===== src/verilog/spi_pkg.sv =====
// -----------------------------------------------
// fixed mode 0 master, msb first, 8 bit bus
// SLAVE_NUMBER must not exceed DATA_LENGTH
// -----------------------------------------------
package spi_pkg;

   localparam int DATA_LENGTH     = 8;
   localparam int SLAVE_NUMBER    = 4;
   localparam int CLOCK_SEL       = 1;   // sclk = clk / (2 * (CLOCK_SEL + 1))
   localparam int DELAY_TIME      = 2;   // half-periods before first bit
   localparam int INTERVAL_LENGTH = 2;   // idle half-periods after frame, plus one
   localparam int CNT_WIDTH       = 5;

   typedef logic [DATA_LENGTH-1:0]  data_t;
   typedef logic [SLAVE_NUMBER-1:0] ss_t;
   typedef logic [7:0]              addr_t;

   // register map
   typedef enum logic [7:0] {
      RX_DATA = 8'h00,
      TX_DATA = 8'h04,
      STATUS  = 8'h08,
      CONTROL = 8'h0C,
      SS_MASK = 8'h10
   } reg_addr_e;

   typedef enum logic [2:0] {
      IDLE       = 3'd0,
      LOAD       = 3'd1,
      WAIT       = 3'd2,
      TRANS      = 3'd3,
      TURNAROUND = 3'd4,
      INTERVAL   = 3'd5
   } seq_state_e;

   // status bits, 1:0 read zero
   localparam int STAT_ERR  = 7;
   localparam int STAT_RRDY = 6;
   localparam int STAT_TRDY = 5;
   localparam int STAT_TMT  = 4;
   localparam int STAT_TOE  = 3;
   localparam int STAT_ROE  = 2;

   // control bits, 2 and 6 read zero
   localparam int CTRL_IROE  = 0;
   localparam int CTRL_ITOE  = 1;
   localparam int CTRL_ITRDY = 3;
   localparam int CTRL_IRRDY = 4;
   localparam int CTRL_IE    = 5;
   localparam int CTRL_SSO   = 7;

endpackage


===== src/verilog/spi_bus_regs.sv =====
// -----------------------------------------------
// stb and cyc must be held until ack, then dropped
// writes ack after one cycle, reads after two
// -----------------------------------------------
module spi_bus_regs (
   input  logic           CLK_I,
   input  logic           RST_I,
   input  spi_pkg::addr_t adr,
   input  spi_pkg::data_t dat_w,
   input  logic           we,
   input  logic           cyc,
   input  logic           stb,
   input  logic           load_take,
   input  logic           frame_start,
   input  logic           frame_done,
   input  logic           busy,
   input  spi_pkg::data_t rx_shift,
   output spi_pkg::data_t dat_r,
   output logic           ack,
   output logic           irq,
   output spi_pkg::data_t tx_data,
   output logic           tx_pending,
   output logic           sso,
   output spi_pkg::ss_t   ss_mask
);
   import spi_pkg::*;

   logic  sel_rx;
   logic  sel_tx;
   logic  sel_stat;
   logic  sel_ctrl;
   logic  sel_mask;
   logic  reg_wr;
   logic  reg_rd;
   logic  read_wait;
   logic  wr_en;
   logic  rd_en;
   data_t wdata_q;
   data_t rx_data;
   logic  trdy;
   logic  toe;
   logic  rrdy;
   logic  roe;
   logic  tmt;
   logic  iroe;
   logic  itoe;
   logic  itrdy;
   logic  irrdy;
   logic  ie;
   data_t status_val;
   data_t control_val;
   data_t mask_val;

   // -----------------------------------------------
   // bus capture and handshake
   // -----------------------------------------------
   always_ff @(posedge CLK_I or posedge RST_I) begin
      if (RST_I) begin
         sel_rx   <= 1'b0;
         sel_tx   <= 1'b0;
         sel_stat <= 1'b0;
         sel_ctrl <= 1'b0;
         sel_mask <= 1'b0;
         reg_wr   <= 1'b0;
         reg_rd   <= 1'b0;
      end else begin
         sel_rx   <= (adr == RX_DATA);
         sel_tx   <= (adr == TX_DATA);
         sel_stat <= (adr == STATUS);
         sel_ctrl <= (adr == CONTROL);
         sel_mask <= (adr == SS_MASK);
         reg_wr   <= we & stb & cyc;
         reg_rd   <= ~we & stb & cyc;
      end
   end

   always_ff @(posedge CLK_I) begin
      wdata_q <= dat_w;
   end

   // reads spend one extra cycle so dat_r is ready with ack
   always_ff @(posedge CLK_I or posedge RST_I) begin
      if (RST_I) begin
         ack       <= 1'b0;
         read_wait <= 1'b0;
      end else if (ack) begin
         ack       <= 1'b0;
         read_wait <= 1'b0;
      end else begin
         if (stb && cyc && (we || read_wait))
            ack <= 1'b1;
         if (stb && cyc && !we)
            read_wait <= 1'b1;
      end
   end

   assign wr_en = reg_wr & ack;   // one update per access
   assign rd_en = reg_rd & ack;

   // -----------------------------------------------
   // registers
   // -----------------------------------------------
   always_ff @(posedge CLK_I or posedge RST_I) begin
      if (RST_I) begin
         tx_data    <= '0;
         tx_pending <= 1'b0;
         rx_data    <= '0;
         ss_mask    <= '0;
      end else begin
         if (wr_en && sel_tx)
            tx_data <= wdata_q;   // overwrites even when trdy is low
         if (wr_en && sel_tx)
            tx_pending <= 1'b1;
         else if (load_take)
            tx_pending <= 1'b0;
         if (frame_done && !rrdy)
            rx_data <= rx_shift;   // old byte kept on overrun
         if (wr_en && sel_mask)
            ss_mask <= wdata_q[SLAVE_NUMBER-1:0];
      end
   end

   always_ff @(posedge CLK_I or posedge RST_I) begin
      if (RST_I) begin
         iroe  <= 1'b0;
         itoe  <= 1'b0;
         itrdy <= 1'b0;
         irrdy <= 1'b0;
         ie    <= 1'b0;
         sso   <= 1'b0;
      end else if (wr_en && sel_ctrl) begin
         iroe  <= wdata_q[CTRL_IROE];
         itoe  <= wdata_q[CTRL_ITOE];
         itrdy <= wdata_q[CTRL_ITRDY];
         irrdy <= wdata_q[CTRL_IRRDY];
         ie    <= wdata_q[CTRL_IE];
         sso   <= wdata_q[CTRL_SSO];
      end
   end

   // status flags
   always_ff @(posedge CLK_I or posedge RST_I) begin
      if (RST_I) begin
         trdy <= 1'b1;
         toe  <= 1'b0;
         rrdy <= 1'b0;
         roe  <= 1'b0;
      end else begin
         if (frame_start)
            trdy <= 1'b1;   // byte moved into the shifter
         else if (wr_en && sel_tx)
            trdy <= 1'b0;
         if (wr_en && sel_tx && !trdy)
            toe <= 1'b1;
         else if (wr_en && sel_stat)
            toe <= 1'b0;
         if (frame_done) begin
            if (rrdy)
               roe <= 1'b1;
            else
               rrdy <= 1'b1;
         end else if (rd_en && sel_rx) begin
            rrdy <= 1'b0;
            roe  <= 1'b0;
         end
      end
   end

   assign tmt = ~(busy | tx_pending);

   always_comb begin
      status_val                = '0;
      status_val[STAT_ERR]      = toe | roe;
      status_val[STAT_RRDY]     = rrdy;
      status_val[STAT_TRDY]     = trdy;
      status_val[STAT_TMT]      = tmt;
      status_val[STAT_TOE]      = toe;
      status_val[STAT_ROE]      = roe;
      control_val               = '0;
      control_val[CTRL_IROE]    = iroe;
      control_val[CTRL_ITOE]    = itoe;
      control_val[CTRL_ITRDY]   = itrdy;
      control_val[CTRL_IRRDY]   = irrdy;
      control_val[CTRL_IE]      = ie;
      control_val[CTRL_SSO]     = sso;
   end

   assign mask_val = {{(DATA_LENGTH-SLAVE_NUMBER){1'b0}}, ss_mask};

   // read mux, loaded once per read
   always_ff @(posedge CLK_I) begin
      if (reg_rd && !ack) begin
         if (sel_rx)
            dat_r <= rx_data;
         else if (sel_tx)
            dat_r <= tx_data;
         else if (sel_stat)
            dat_r <= status_val;
         else if (sel_ctrl)
            dat_r <= control_val;
         else if (sel_mask)
            dat_r <= mask_val;
         else
            dat_r <= '0;
      end
   end

   assign irq = (ie & ((iroe & roe) | (itoe & toe))) |
                (itrdy & trdy) |
                (irrdy & rrdy);

endmodule


===== src/verilog/spi_master.sv =====
// -----------------------------------------------
// spi master with 8 bit register bus, mode 0 only
// -----------------------------------------------
module spi_master (
   input  logic           CLK_I,
   input  logic           RST_I,
   // register bus
   input  spi_pkg::addr_t adr,
   input  spi_pkg::data_t dat_w,
   input  logic           we,
   input  logic           cyc,
   input  logic           stb,
   output spi_pkg::data_t dat_r,
   output logic           ack,
   output logic           irq,
   // spi
   output logic           sclk,
   output logic           mosi,
   input  logic           miso,
   output spi_pkg::ss_t   ss_n
);
   import spi_pkg::*;

   logic  tx_pending;
   logic  sso;
   ss_t   ss_mask;
   logic  load_take;
   logic  frame_start;
   logic  frame_done;
   logic  busy;
   logic  sample;
   logic  shift;
   data_t tx_data;
   data_t rx_shift;

   spi_bus_regs i_spi_bus_regs (
      .CLK_I       (CLK_I),
      .RST_I       (RST_I),
      .adr         (adr),
      .dat_w       (dat_w),
      .we          (we),
      .cyc         (cyc),
      .stb         (stb),
      .load_take   (load_take),
      .frame_start (frame_start),
      .frame_done  (frame_done),
      .busy        (busy),
      .rx_shift    (rx_shift),
      .dat_r       (dat_r),
      .ack         (ack),
      .irq         (irq),
      .tx_data     (tx_data),
      .tx_pending  (tx_pending),
      .sso         (sso),
      .ss_mask     (ss_mask)
   );

   spi_sequencer i_spi_sequencer (
      .CLK_I       (CLK_I),
      .RST_I       (RST_I),
      .tx_pending  (tx_pending),
      .sso         (sso),
      .ss_mask     (ss_mask),
      .load_take   (load_take),
      .frame_start (frame_start),
      .frame_done  (frame_done),
      .busy        (busy),
      .sample      (sample),
      .shift       (shift),
      .sclk        (sclk),
      .ss_n        (ss_n)
   );

   spi_shifter i_spi_shifter (
      .CLK_I       (CLK_I),
      .RST_I       (RST_I),
      .frame_start (frame_start),
      .sample      (sample),
      .shift       (shift),
      .tx_data     (tx_data),
      .miso        (miso),
      .mosi        (mosi),
      .rx_shift    (rx_shift)
   );

endmodule


===== src/verilog/spi_sequencer.sv =====
// -----------------------------------------------
// mode 0 frame timing, one byte per frame
// ss_n follows ss_mask when sso is set
// -----------------------------------------------
module spi_sequencer (
   input  logic         CLK_I,
   input  logic         RST_I,
   input  logic         tx_pending,
   input  logic         sso,
   input  spi_pkg::ss_t ss_mask,
   output logic         load_take,
   output logic         frame_start,
   output logic         frame_done,
   output logic         busy,
   output logic         sample,
   output logic         shift,
   output logic         sclk,
   output spi_pkg::ss_t ss_n
);
   import spi_pkg::*;

   seq_state_e           state;
   seq_state_e           next_state;
   logic [CNT_WIDTH-1:0] clk_cnt;    // divider
   logic [CNT_WIDTH-1:0] bit_cnt;    // half-periods or bits, per state
   logic                 tick;
   logic                 select_on;

   assign tick = (clk_cnt == CNT_WIDTH'(CLOCK_SEL));

   // -----------------------------------------------
   // FSM
   // -----------------------------------------------
   always_comb begin
      next_state = state;
      case (state)
         IDLE: begin
            if (tx_pending)
               next_state = LOAD;
         end
         LOAD: begin
            next_state = WAIT;
         end
         WAIT: begin
            if (tick && (bit_cnt == CNT_WIDTH'(DELAY_TIME - 1)))
               next_state = TRANS;
         end
         TRANS: begin
            // last falling edge of the byte
            if (tick && sclk && (bit_cnt == CNT_WIDTH'(DATA_LENGTH - 1)))
               next_state = TURNAROUND;
         end
         TURNAROUND: begin
            if (tick)
               next_state = INTERVAL;
         end
         INTERVAL: begin
            if (tick && (bit_cnt == CNT_WIDTH'(INTERVAL_LENGTH)))
               next_state = IDLE;
         end
         default: begin
            next_state = IDLE;
         end
      endcase
   end

   always_ff @(posedge CLK_I or posedge RST_I) begin
      if (RST_I)
         state <= IDLE;
      else
         state <= next_state;
   end

   // -----------------------------------------------
   // counters
   // -----------------------------------------------
   always_ff @(posedge CLK_I or posedge RST_I) begin
      if (RST_I)
         clk_cnt <= '0;
      else if (tick || (state == LOAD) || (next_state == IDLE))
         clk_cnt <= '0;   // aligned before wait starts
      else
         clk_cnt <= clk_cnt + 1'b1;
   end

   always_ff @(posedge CLK_I or posedge RST_I) begin
      if (RST_I)
         bit_cnt <= '0;
      else if (next_state != state)
         bit_cnt <= '0;
      else if (tick && ((state == WAIT) || (state == INTERVAL) ||
                        ((state == TRANS) && sclk)))
         bit_cnt <= bit_cnt + 1'b1;   // in TRANS counts falling edges
   end

   // -----------------------------------------------
   // spi outputs
   // -----------------------------------------------
   always_ff @(posedge CLK_I or posedge RST_I) begin
      if (RST_I)
         sclk <= 1'b0;
      else if ((state == TRANS) && tick)
         sclk <= ~sclk;
   end

   assign select_on = sso || (next_state == WAIT) || (next_state == TRANS) ||
                      (next_state == TURNAROUND);

   always_ff @(posedge CLK_I or posedge RST_I) begin
      if (RST_I)
         ss_n <= '1;
      else if (select_on)
         ss_n <= ~ss_mask;
      else
         ss_n <= '1;
   end

   assign load_take   = (state == LOAD);
   assign frame_start = (next_state == TRANS) && (state != TRANS);
   assign frame_done  = (state == TURNAROUND) && tick;
   assign busy        = (state != IDLE);
   assign sample      = (state == TRANS) && tick && !sclk;   // sclk about to rise
   assign shift       = (state == TRANS) && tick && sclk;    // sclk about to fall

endmodule


===== src/verilog/spi_shifter.sv =====
// -----------------------------------------------
// msb first both ways, miso sampled at sclk rise
// -----------------------------------------------
module spi_shifter (
   input  logic           CLK_I,
   input  logic           RST_I,
   input  logic           frame_start,
   input  logic           sample,
   input  logic           shift,
   input  spi_pkg::data_t tx_data,
   input  logic           miso,
   output logic           mosi,
   output spi_pkg::data_t rx_shift
);
   import spi_pkg::*;

   data_t tx_shift;   // bits still to send, msb aligned

   // mosi changes with the falling edge of sclk
   always_ff @(posedge CLK_I or posedge RST_I) begin
      if (RST_I)
         mosi <= 1'b0;
      else if (frame_start)
         mosi <= tx_data[DATA_LENGTH-1];
      else if (shift)
         mosi <= tx_shift[DATA_LENGTH-1];
   end

   always_ff @(posedge CLK_I) begin
      if (frame_start)
         tx_shift <= {tx_data[DATA_LENGTH-2:0], 1'b0};
      else if (shift)
         tx_shift <= {tx_shift[DATA_LENGTH-2:0], 1'b0};
   end

   // receive fills from the lsb end
   always_ff @(posedge CLK_I) begin
      if (sample)
         rx_shift <= {rx_shift[DATA_LENGTH-2:0], miso};
   end

endmodule

===== config.mk =====
export PLATFORM = sky130hd
export DESIGN_NAME = spi_master
export DESIGN_NICKNAME = d
export VERILOG_FILES = /design/src/verilog/spi_pkg.sv /design/src/verilog/spi_bus_regs.sv /design/src/verilog/spi_master.sv /design/src/verilog/spi_sequencer.sv /design/src/verilog/spi_shifter.sv
export SDC_FILE = /design/constraint.sdc
export NUM_CORES = 1
export LEC_CHECK = 0
export BUFFER_PORTS_ARGS = -buffer_cell sky130_fd_sc_hd__clkbuf_2
export CAP_MARGIN = 20
export CORE_MARGIN = 2
export CORE_UTILIZATION = 40
export DETAILED_ROUTE_END_ITERATION = 10
export SKIP_CTS_REPAIR_TIMING = 1
export SYNTH_ARGS = -nofsm -noshare
export SYNTH_HDL_FRONTEND = slang
export SYNTH_SLANG_ARGS = --single-unit

===== constraint.sdc =====
create_clock -name CLK_I -period 3.4 [get_ports CLK_I]
set_input_delay 0.34 -clock CLK_I [delete_from_list [all_inputs] [get_ports CLK_I]]
set_output_delay 0.34 -clock CLK_I [all_outputs]
set_load 0.02 [all_outputs]

==> reports/summary.txt, run 1 <==
Final period util = 0.6819
I/O pin count = 38
DR vias = 2392
Rel. slew slack = 0.4645
largest net degree at the start of global routing = 34
drt wl/cell = 15.12 um
Fill cells = 852
Layout Nets = 373
initial DRC count = 165
Worst-Margin Slew = 0.8016 ns
maximum VDD drop = 0.0001932 V
max-cap violations = 0
CTS clk-pin slew, worst paths = 0.09 ns
clock root cell = clkbuf_8
Gate Count Post-Synth = 307
number of synthesized register bits = 90
area of the multi-input gates = 1335 sq um
DRC viols = 0
share of the synthesized area in the top cell type = 0.3589
LEAKAGE = 1.868 nW
post-route ant nets = 0
async set-or-reset flop fraction in the synthesized netlist = 0.6556
clock tree buffer depth = 2
DRT Wirelength = 6.984 mm
Worst EP arrival = 2.35 ns
# setup viols final = 0
syn nets = 334
initial antenna violation count = 0
total CTS buffers = 9
critical path capture point type = register
synthesized area = 3765 sq um
worst path required time = 3.43 ns
CORE AREA = 9196 sq um
Die Span Y = 101.0 um
pwr dens = 569.6 nW/um^2
Clock H-tree levels = 3
dpl hpwl = 5.071 mm
crit path kind = reg2reg
# rows = 35
syn_area_per_cell = 12.26 sq um
grt total ovfl = 0
Hold Violations, Final = 0
largest cells by area after synthesis = dfrtp_1 36%, edfxtp_1 18%, mux2_2 9.3%
Netlist cell types = 50
f_max = 0.4313 GHz
Die ar. = 10200 sq um
worst min-delay path class = in2async
register area share after synthesis = 0.6198
storage element area = 2333 sq um
P&R area growth vs syn = 12.76%
Detailed Routing Iterations Pass 1 = 4
Max Slew Vio Count = 0
number of global-route vias before repair = 2372
Global Route Usage Sum = 0.1537
diode count = 0
CTS tree = built
Post-synth EDFFs = 23
reg2reg setup slack = 1.08 ns
Yosys top cell by area = dfrtp_1
Synthesis Warnings = 0
RSZ-0062 raised after global routing = no
worst-skew pair later-pin latency = 0.35 ns
final RePlAce weighted congestion = 0.7730
fin util = 0.4616
Top FF cell, synth = dfrtp_1
PortBufs = 37
Total Power Consumption = 0.002418 W
fin crit period = 2.318 ns
Starting Density = 0.4094
CTS sink cnt = 90
nature of the critical path startpoint = register
pre-CTS WS = 1.053 ns
global-route wire length before repair = 12.04 mm
outcome = finished, final reports clean
worst hold slack = 0.07850 ns
Final WS setup = 1.082 ns
critical path peak fanout = 11
Via density = 5.177
Clock Skews = 0.01068 ns
share of layout cells above drive strength 1 = 0.2707
setup TNS = 0 ns
Die X = 101.0 um
## cells in the final DEF, fill, tap and decap left out, drive strengths merged, types with 3 or more instances in the layout
cell type / count
dfrtp: 54
clkbuf: 47
mux2: 33
nand2: 30
edfxtp: 23
nor2: 22
inv: 14
nand3: 13
o21ai: 13
a21oi: 12
dfxtp: 8
nor2b: 7
o31ai: 6
or4: 5
ha: 5
dfstp: 5
and3: 4
mux2i: 3
a311oi: 3
or3: 3
a22oi: 3
nor4b: 3
## worst paths after layout
check / from / endpoint / cells after the start
setup / recovery: i_spi_sequencer.bit_cnt[1]$_DFFE_PP0P_ / i_spi_shifter.tx_shift[6]$_DFFE_PP_ / 5
hold / removal: RST_I / i_spi_bus_regs.ack$_DFF_PP0_ / 2
setup reg to reg: i_spi_sequencer.bit_cnt[1]$_DFFE_PP0P_ / i_spi_shifter.tx_shift[6]$_DFFE_PP_ / 5
hold reg to reg: i_spi_bus_regs.ss_mask[2]$_DFFE_PP0P_ / i_spi_sequencer.ss_n[2]$_DFF_PP1_ / 1
max in group asynchronous: RST_I / i_spi_sequencer.ss_n[2]$_DFF_PP1_ / 3
min in group CLK_I: dat_w[6] / i_spi_bus_regs.wdata_q[6]$_DFF_P_ / 1
## critical path, stage by stage (launching register included)
cell     delay [ns]
dfrtp_1        0.42
inv_1          0.07
ha_1           0.12
nor4b_1        0.40
nand4_1        0.51
nand2_1        0.46
## layout make-up
| type | count | area share |
|---|---|---|
| multi-input combinational | 194 | 0.3145 |
| clock buffer | 10 | 0.03006 |
| timing repair buffer | 39 | 0.04716 |
| inverter | 12 | 0.01061 |
| tap | 111 | 0.03271 |
| sequential | 90 | 0.5497 |
| clock inverter | 6 | 0.01533 |
## through the flow
stage | instance area (sq um) | std cells
floorplan | 3765 | 307
global placement | 4053 | 446
detailed placement | 4053 | 446
CTS | 4245 | 462
global route | 4245 | 462
finish | 4245 | 462
## routing by layer
metal	routed length [um]	share of wire	track usage
met4	119	0.017	0.05613
met1	3573	0.51	0.2321
met2	3036	0.43	0.2185
met3	255	0.037	0.03121
met5	0	0	0
## registers in the layout, indices dropped and copies added, names as in the netlist, 3 cells and up
| name | flops |
|---|---|
| i_spi_bus_regs.rx_data | 8 |
| i_spi_shifter.tx_shift | 7 |
| i_spi_sequencer.state | 3 |
| i_spi_bus_regs.ss_mask | 4 |
| i_spi_shifter.rx_shift | 8 |
| i_spi_bus_regs.tx_data | 8 |
| i_spi_bus_regs.dat_r | 8 |
| i_spi_sequencer.bit_cnt | 5 |
| i_spi_bus_regs.wdata_q | 8 |
| i_spi_sequencer.ss_n | 4 |
| i_spi_sequencer.clk_cnt | 5 |
## synthesized netlist by cell type, types with 2 or more instances
cell type,number
dfrtp_1,54
mux2_2,31
nand2_1,30
edfxtp_1,23
nor2_1,21
nand3_1,13
o21ai_0,13
a21oi_1,12
inv_1,12
dfxtp_1,8
clkbuf_1,7
nor2b_1,7
o31ai_1,6
dfstp_2,5
ha_1,5
or4_1,5
and3_1,4
a22oi_1,3
a311oi_1,3
mux2i_1,3
or3_1,3
a31oi_1,2
buf_2,2
mux2_1,2
nand2b_1,2
nand3b_1,2
nand4_1,2
nor3_1,2
nor4b_1,2
xnor2_1,2
xor2_1,2
## report_power, final
group | internal (W) | switching, W
clock | 0.000342 | 0.000368
combinational | 0.000154 | 0.000223
sequential | 0.00123 | 0.000102
total | 0.00172 | 0.000694
## cells by family after synthesis
logic type	after synthesis	share of synthesized area
and+or+nand+nor	100	0.1363
DFF	90	0.6198
AOI/OAI and AO/OA	49	0.08575
muxes	36	0.1067
buffers and inverters	23	0.02559
adders and majority gates	5	0.01662
xor gates and xnor gates	4	0.009307
No activity file was read; power rests on OpenSTA's default activity.
==> run 2, diff against run 1 <==
clock period = 2.4 ns   (was 3.4 ns; I/O delays follow)
==> run 2 against run 1 <==
Effect of this change:
- combinational power grew 49%
- hold slack lost 0.016 ns
- clock skew shrank 0.0019 ns
- count of clock-buffer cells in the layout is the same
- power grew 46%
- register-to-register slack lost 0.77 ns
- via count grew 5.3%
- final area grew 3.6%
- core utilization grew 1.6 points
- first-iteration DRC count shrank 12%
- largest power group unchanged
==> reports/summary.txt, run 2 (synthesis gave the netlist of run 1 again) <==
dpl cell area = 4095 sq um (+1.0%)
combinational group share of total power = 0.159 (+0.003)
Hold Crit Endpoint = i_spi_shifter.rx_shift[0]$_DFFE_PP_
share of layout cells above drive strength 1 = 0.2747 (+0.004070)
Final WS setup = 0.3133 ns (-0.7682 ns)
commonest non-fill, non-tap cell in the layout = dfrtp_1
CTS tree = built
nature of the critical path startpoint = register
largest net degree at the start of global routing = 35 (+2.9%)
DR vias = 2519 (+5.3%)
Hold Violations, Final = 0 (unchanged)
area of the multi-input gates = 1335 sq um (unchanged)
CTS clk-pin slew, worst paths = 0.09 ns (about the same)
Switching Power = 0.001079 W (+55%)
setup TNS = 0 ns (unchanged)
storage element area = 2333 sq um (unchanged)
Max Slew Vio Count = 0 (unchanged)
outcome = finished, final reports clean
critical path capture point type = register
Top Family by Delay on Critical Path = simple AND/OR/NAND/NOR gates
Fill cells = 868 (+1.9%)
Worst-Margin Slew = 0.6771 ns (-0.1245 ns)
worst path required time = 2.65 ns (-0.78 ns)
crit path kind = reg2reg
# setup viols final = 0 (unchanged)
Global Route Usage Sum = 0.1592 (+0.005504)
pwr dens = 801.7 nW/um^2 (+41%)
reg2reg setup slack = 0.31 ns (-0.77 ns)
total CTS buffers = 9 (unchanged)
DRC viols = 0 (unchanged)
fin cells = 475 (+2.8%)
CTS sink cnt = 90 (unchanged)
Layout Nets = 386 (+3.5%)
Die Span Y = 101.0 um (unchanged)
clock share of power = 0.304 (+0.010)
initial DRC count = 145 (-12%)
Worst EP arrival = 2.34 ns (about the same)
worst-skew pair later-pin latency = 0.36 ns (about the same)
Crit-path slowest cell = dfrtp_1
final RePlAce weighted congestion = 0.8131 (+5.2%)
most frequent cells in the layout = 54 x dfrtp_1, 37 x clkbuf_2, 31 x mux2_2, 30 x nand2_1, 23 x edfxtp_1
P&R area growth vs syn = 16.78%
worst path bufs/invs = 1 (unchanged)
fin crit period = 2.087 ns (-0.2318 ns)
# rows = 35 (unchanged)
Starting Density = 0.4094 (unchanged)
Detailed Routing Iterations Pass 1 = 4 (unchanged)
post-route ant nets = 0 (unchanged)
Final period util = 0.8695 (+0.1876)
sequential share of power = 0.537 (-0.014)
Sw Share = 0.3060 (+0.01906)
pre-CTS WS = 0.3265 ns (-0.7269 ns)
max-cap violations = 0 (unchanged)
Cell Chain, Critical Path = inv_1 > ha_1 > nor4b_2 > nand3_1 > nor2_2 > mux2_2
worst min-delay path class = in2reg
max incr delay on CP = 0.41 ns (-0.10 ns)
Rel. slew slack = 0.5486 (+0.08408)
Clock Skews = 0.008791 ns (-0.001885 ns)
Min-Delay Startpoint = miso
LEAKAGE = 1.943 nW (+4.1%)
I/O pin count = 38 (unchanged)
clock tree buffer depth = 2 (unchanged)
Die ar. = 10200 sq um (unchanged)
grt total ovfl = 0 (unchanged)
dpl hpwl = 5.279 mm (+4.1%)
critical path peak fanout = 8 (-3)
RSZ-0062 raised after global routing = no
Placed Cells = 450 (+0.90%)
CORE AREA = 9196 sq um (unchanged)
FF-to-FF Start = i_spi_sequencer.clk_cnt[1]$_DFF_PP0_
worst hold slack = 0.06254 ns (-0.01596 ns)
drt wl/cell = 15.74 um (+4.1%)
Via density = 5.303 (+2.4%)
cell internal pwr = 0.002446 W (+42%)
f_max = 0.4792 GHz (+11%)
Die X = 101.0 um (unchanged)
DRT Wirelength = 7.477 mm (+7.1%)
global-route wire length before repair = 12.39 mm (+2.9%)
Clock H-tree levels = 3 (unchanged)
maximum VDD drop = 0.0002770 V (+43%)
Reg2Reg Depth = 6 (+1)
design area = 4397 sq um (+3.6%)
initial antenna violation count = 0 (unchanged)
reg2reg end = i_spi_bus_regs.rx_data[6]$_DFFE_PP0P_
hold-critical path depth = 1
diode count = 0 (unchanged)
clock root cell = clkbuf_8
number of global-route vias before repair = 2491 (+5.0%)
PortBufs = 37 (unchanged)
-- run 2: worst max path at each step --
stage / from / endpoint / slack (ns) / cells past startpoint
2_1_floorplan: i_spi_sequencer.clk_cnt[1]$_DFF_PP0_ / i_spi_shifter.rx_shift[0]$_DFFE_PP_ / 0.50 / 6
3_3_place_gp: i_spi_sequencer.state[2]$_DFF_PP0_ / i_spi_shifter.tx_shift[4]$_DFFE_PP_ / 0.37 / 4
3_5_place_dp: i_spi_sequencer.clk_cnt[1]$_DFF_PP0_ / i_spi_bus_regs.rx_data[6]$_DFFE_PP0P_ / 0.33 / 6
4_1_cts: i_spi_sequencer.clk_cnt[1]$_DFF_PP0_ / i_spi_bus_regs.rx_data[6]$_DFFE_PP0P_ / 0.31 / 6
5_1_grt: i_spi_sequencer.clk_cnt[1]$_DFF_PP0_ / i_spi_bus_regs.rx_data[1]$_DFFE_PP0P_ / 0.12 / 6
6_report: i_spi_sequencer.clk_cnt[1]$_DFF_PP0_ / i_spi_bus_regs.rx_data[6]$_DFFE_PP0P_ / 0.31 / 6
-- run 2: cell type report --
type	instances	area share
Multi-Input combinational cell	194	0.3036
Tap cell	111	0.03159
Clock buffer	10	0.03386
Inverter	12	0.01024
Timing Repair Buffer	52	0.07570
Clock inverter	6	0.01423
Sequential cell	90	0.5307
-- run 2: metrics by stage --
step	util	power, W
after floorplan	-	0.002299
after global placement	0.4453	0.002455
after detailed placement	0.4453	0.002480
after CTS	0.4683	0.003559
after global routing	0.4781	0.003718
final	0.4781	0.003525
-- run 2: worst reg2reg max path, stage by stage (launching register included) --
cell and delay, ns:
dfrtp_1 0.41, inv_1 0.07, ha_1 0.14, nor4b_2 0.37, nand3_1 0.24, nor2_2 0.37
mux2_2 0.38
-- run 2: routing by layer --
layer / vias to the layer above / track usage / wire [um]
met1: 1238 / 0.2193 / 3604
li1: 1216 / - / -
met4: 0 / 0.06861 / 133
met5: - / 0 / 0
met3: 9 / 0.02705 / 281
met2: 56 / 0.2487 / 3457
-- run 2: power by group through the flow --
stage / combinational (W) / clock [W] / sequential, W
after global placement: 0.000540 / 0 / 0.00192
after floorplan: 0.000397 / 0 / 0.00190
after detailed placement: 0.000557 / 0 / 0.00192
after CTS: 0.000558 / 0.00111 / 0.00189
final: 0.000561 / 0.00107 / 0.00189
after global routing: 0.000639 / 0.00116 / 0.00192
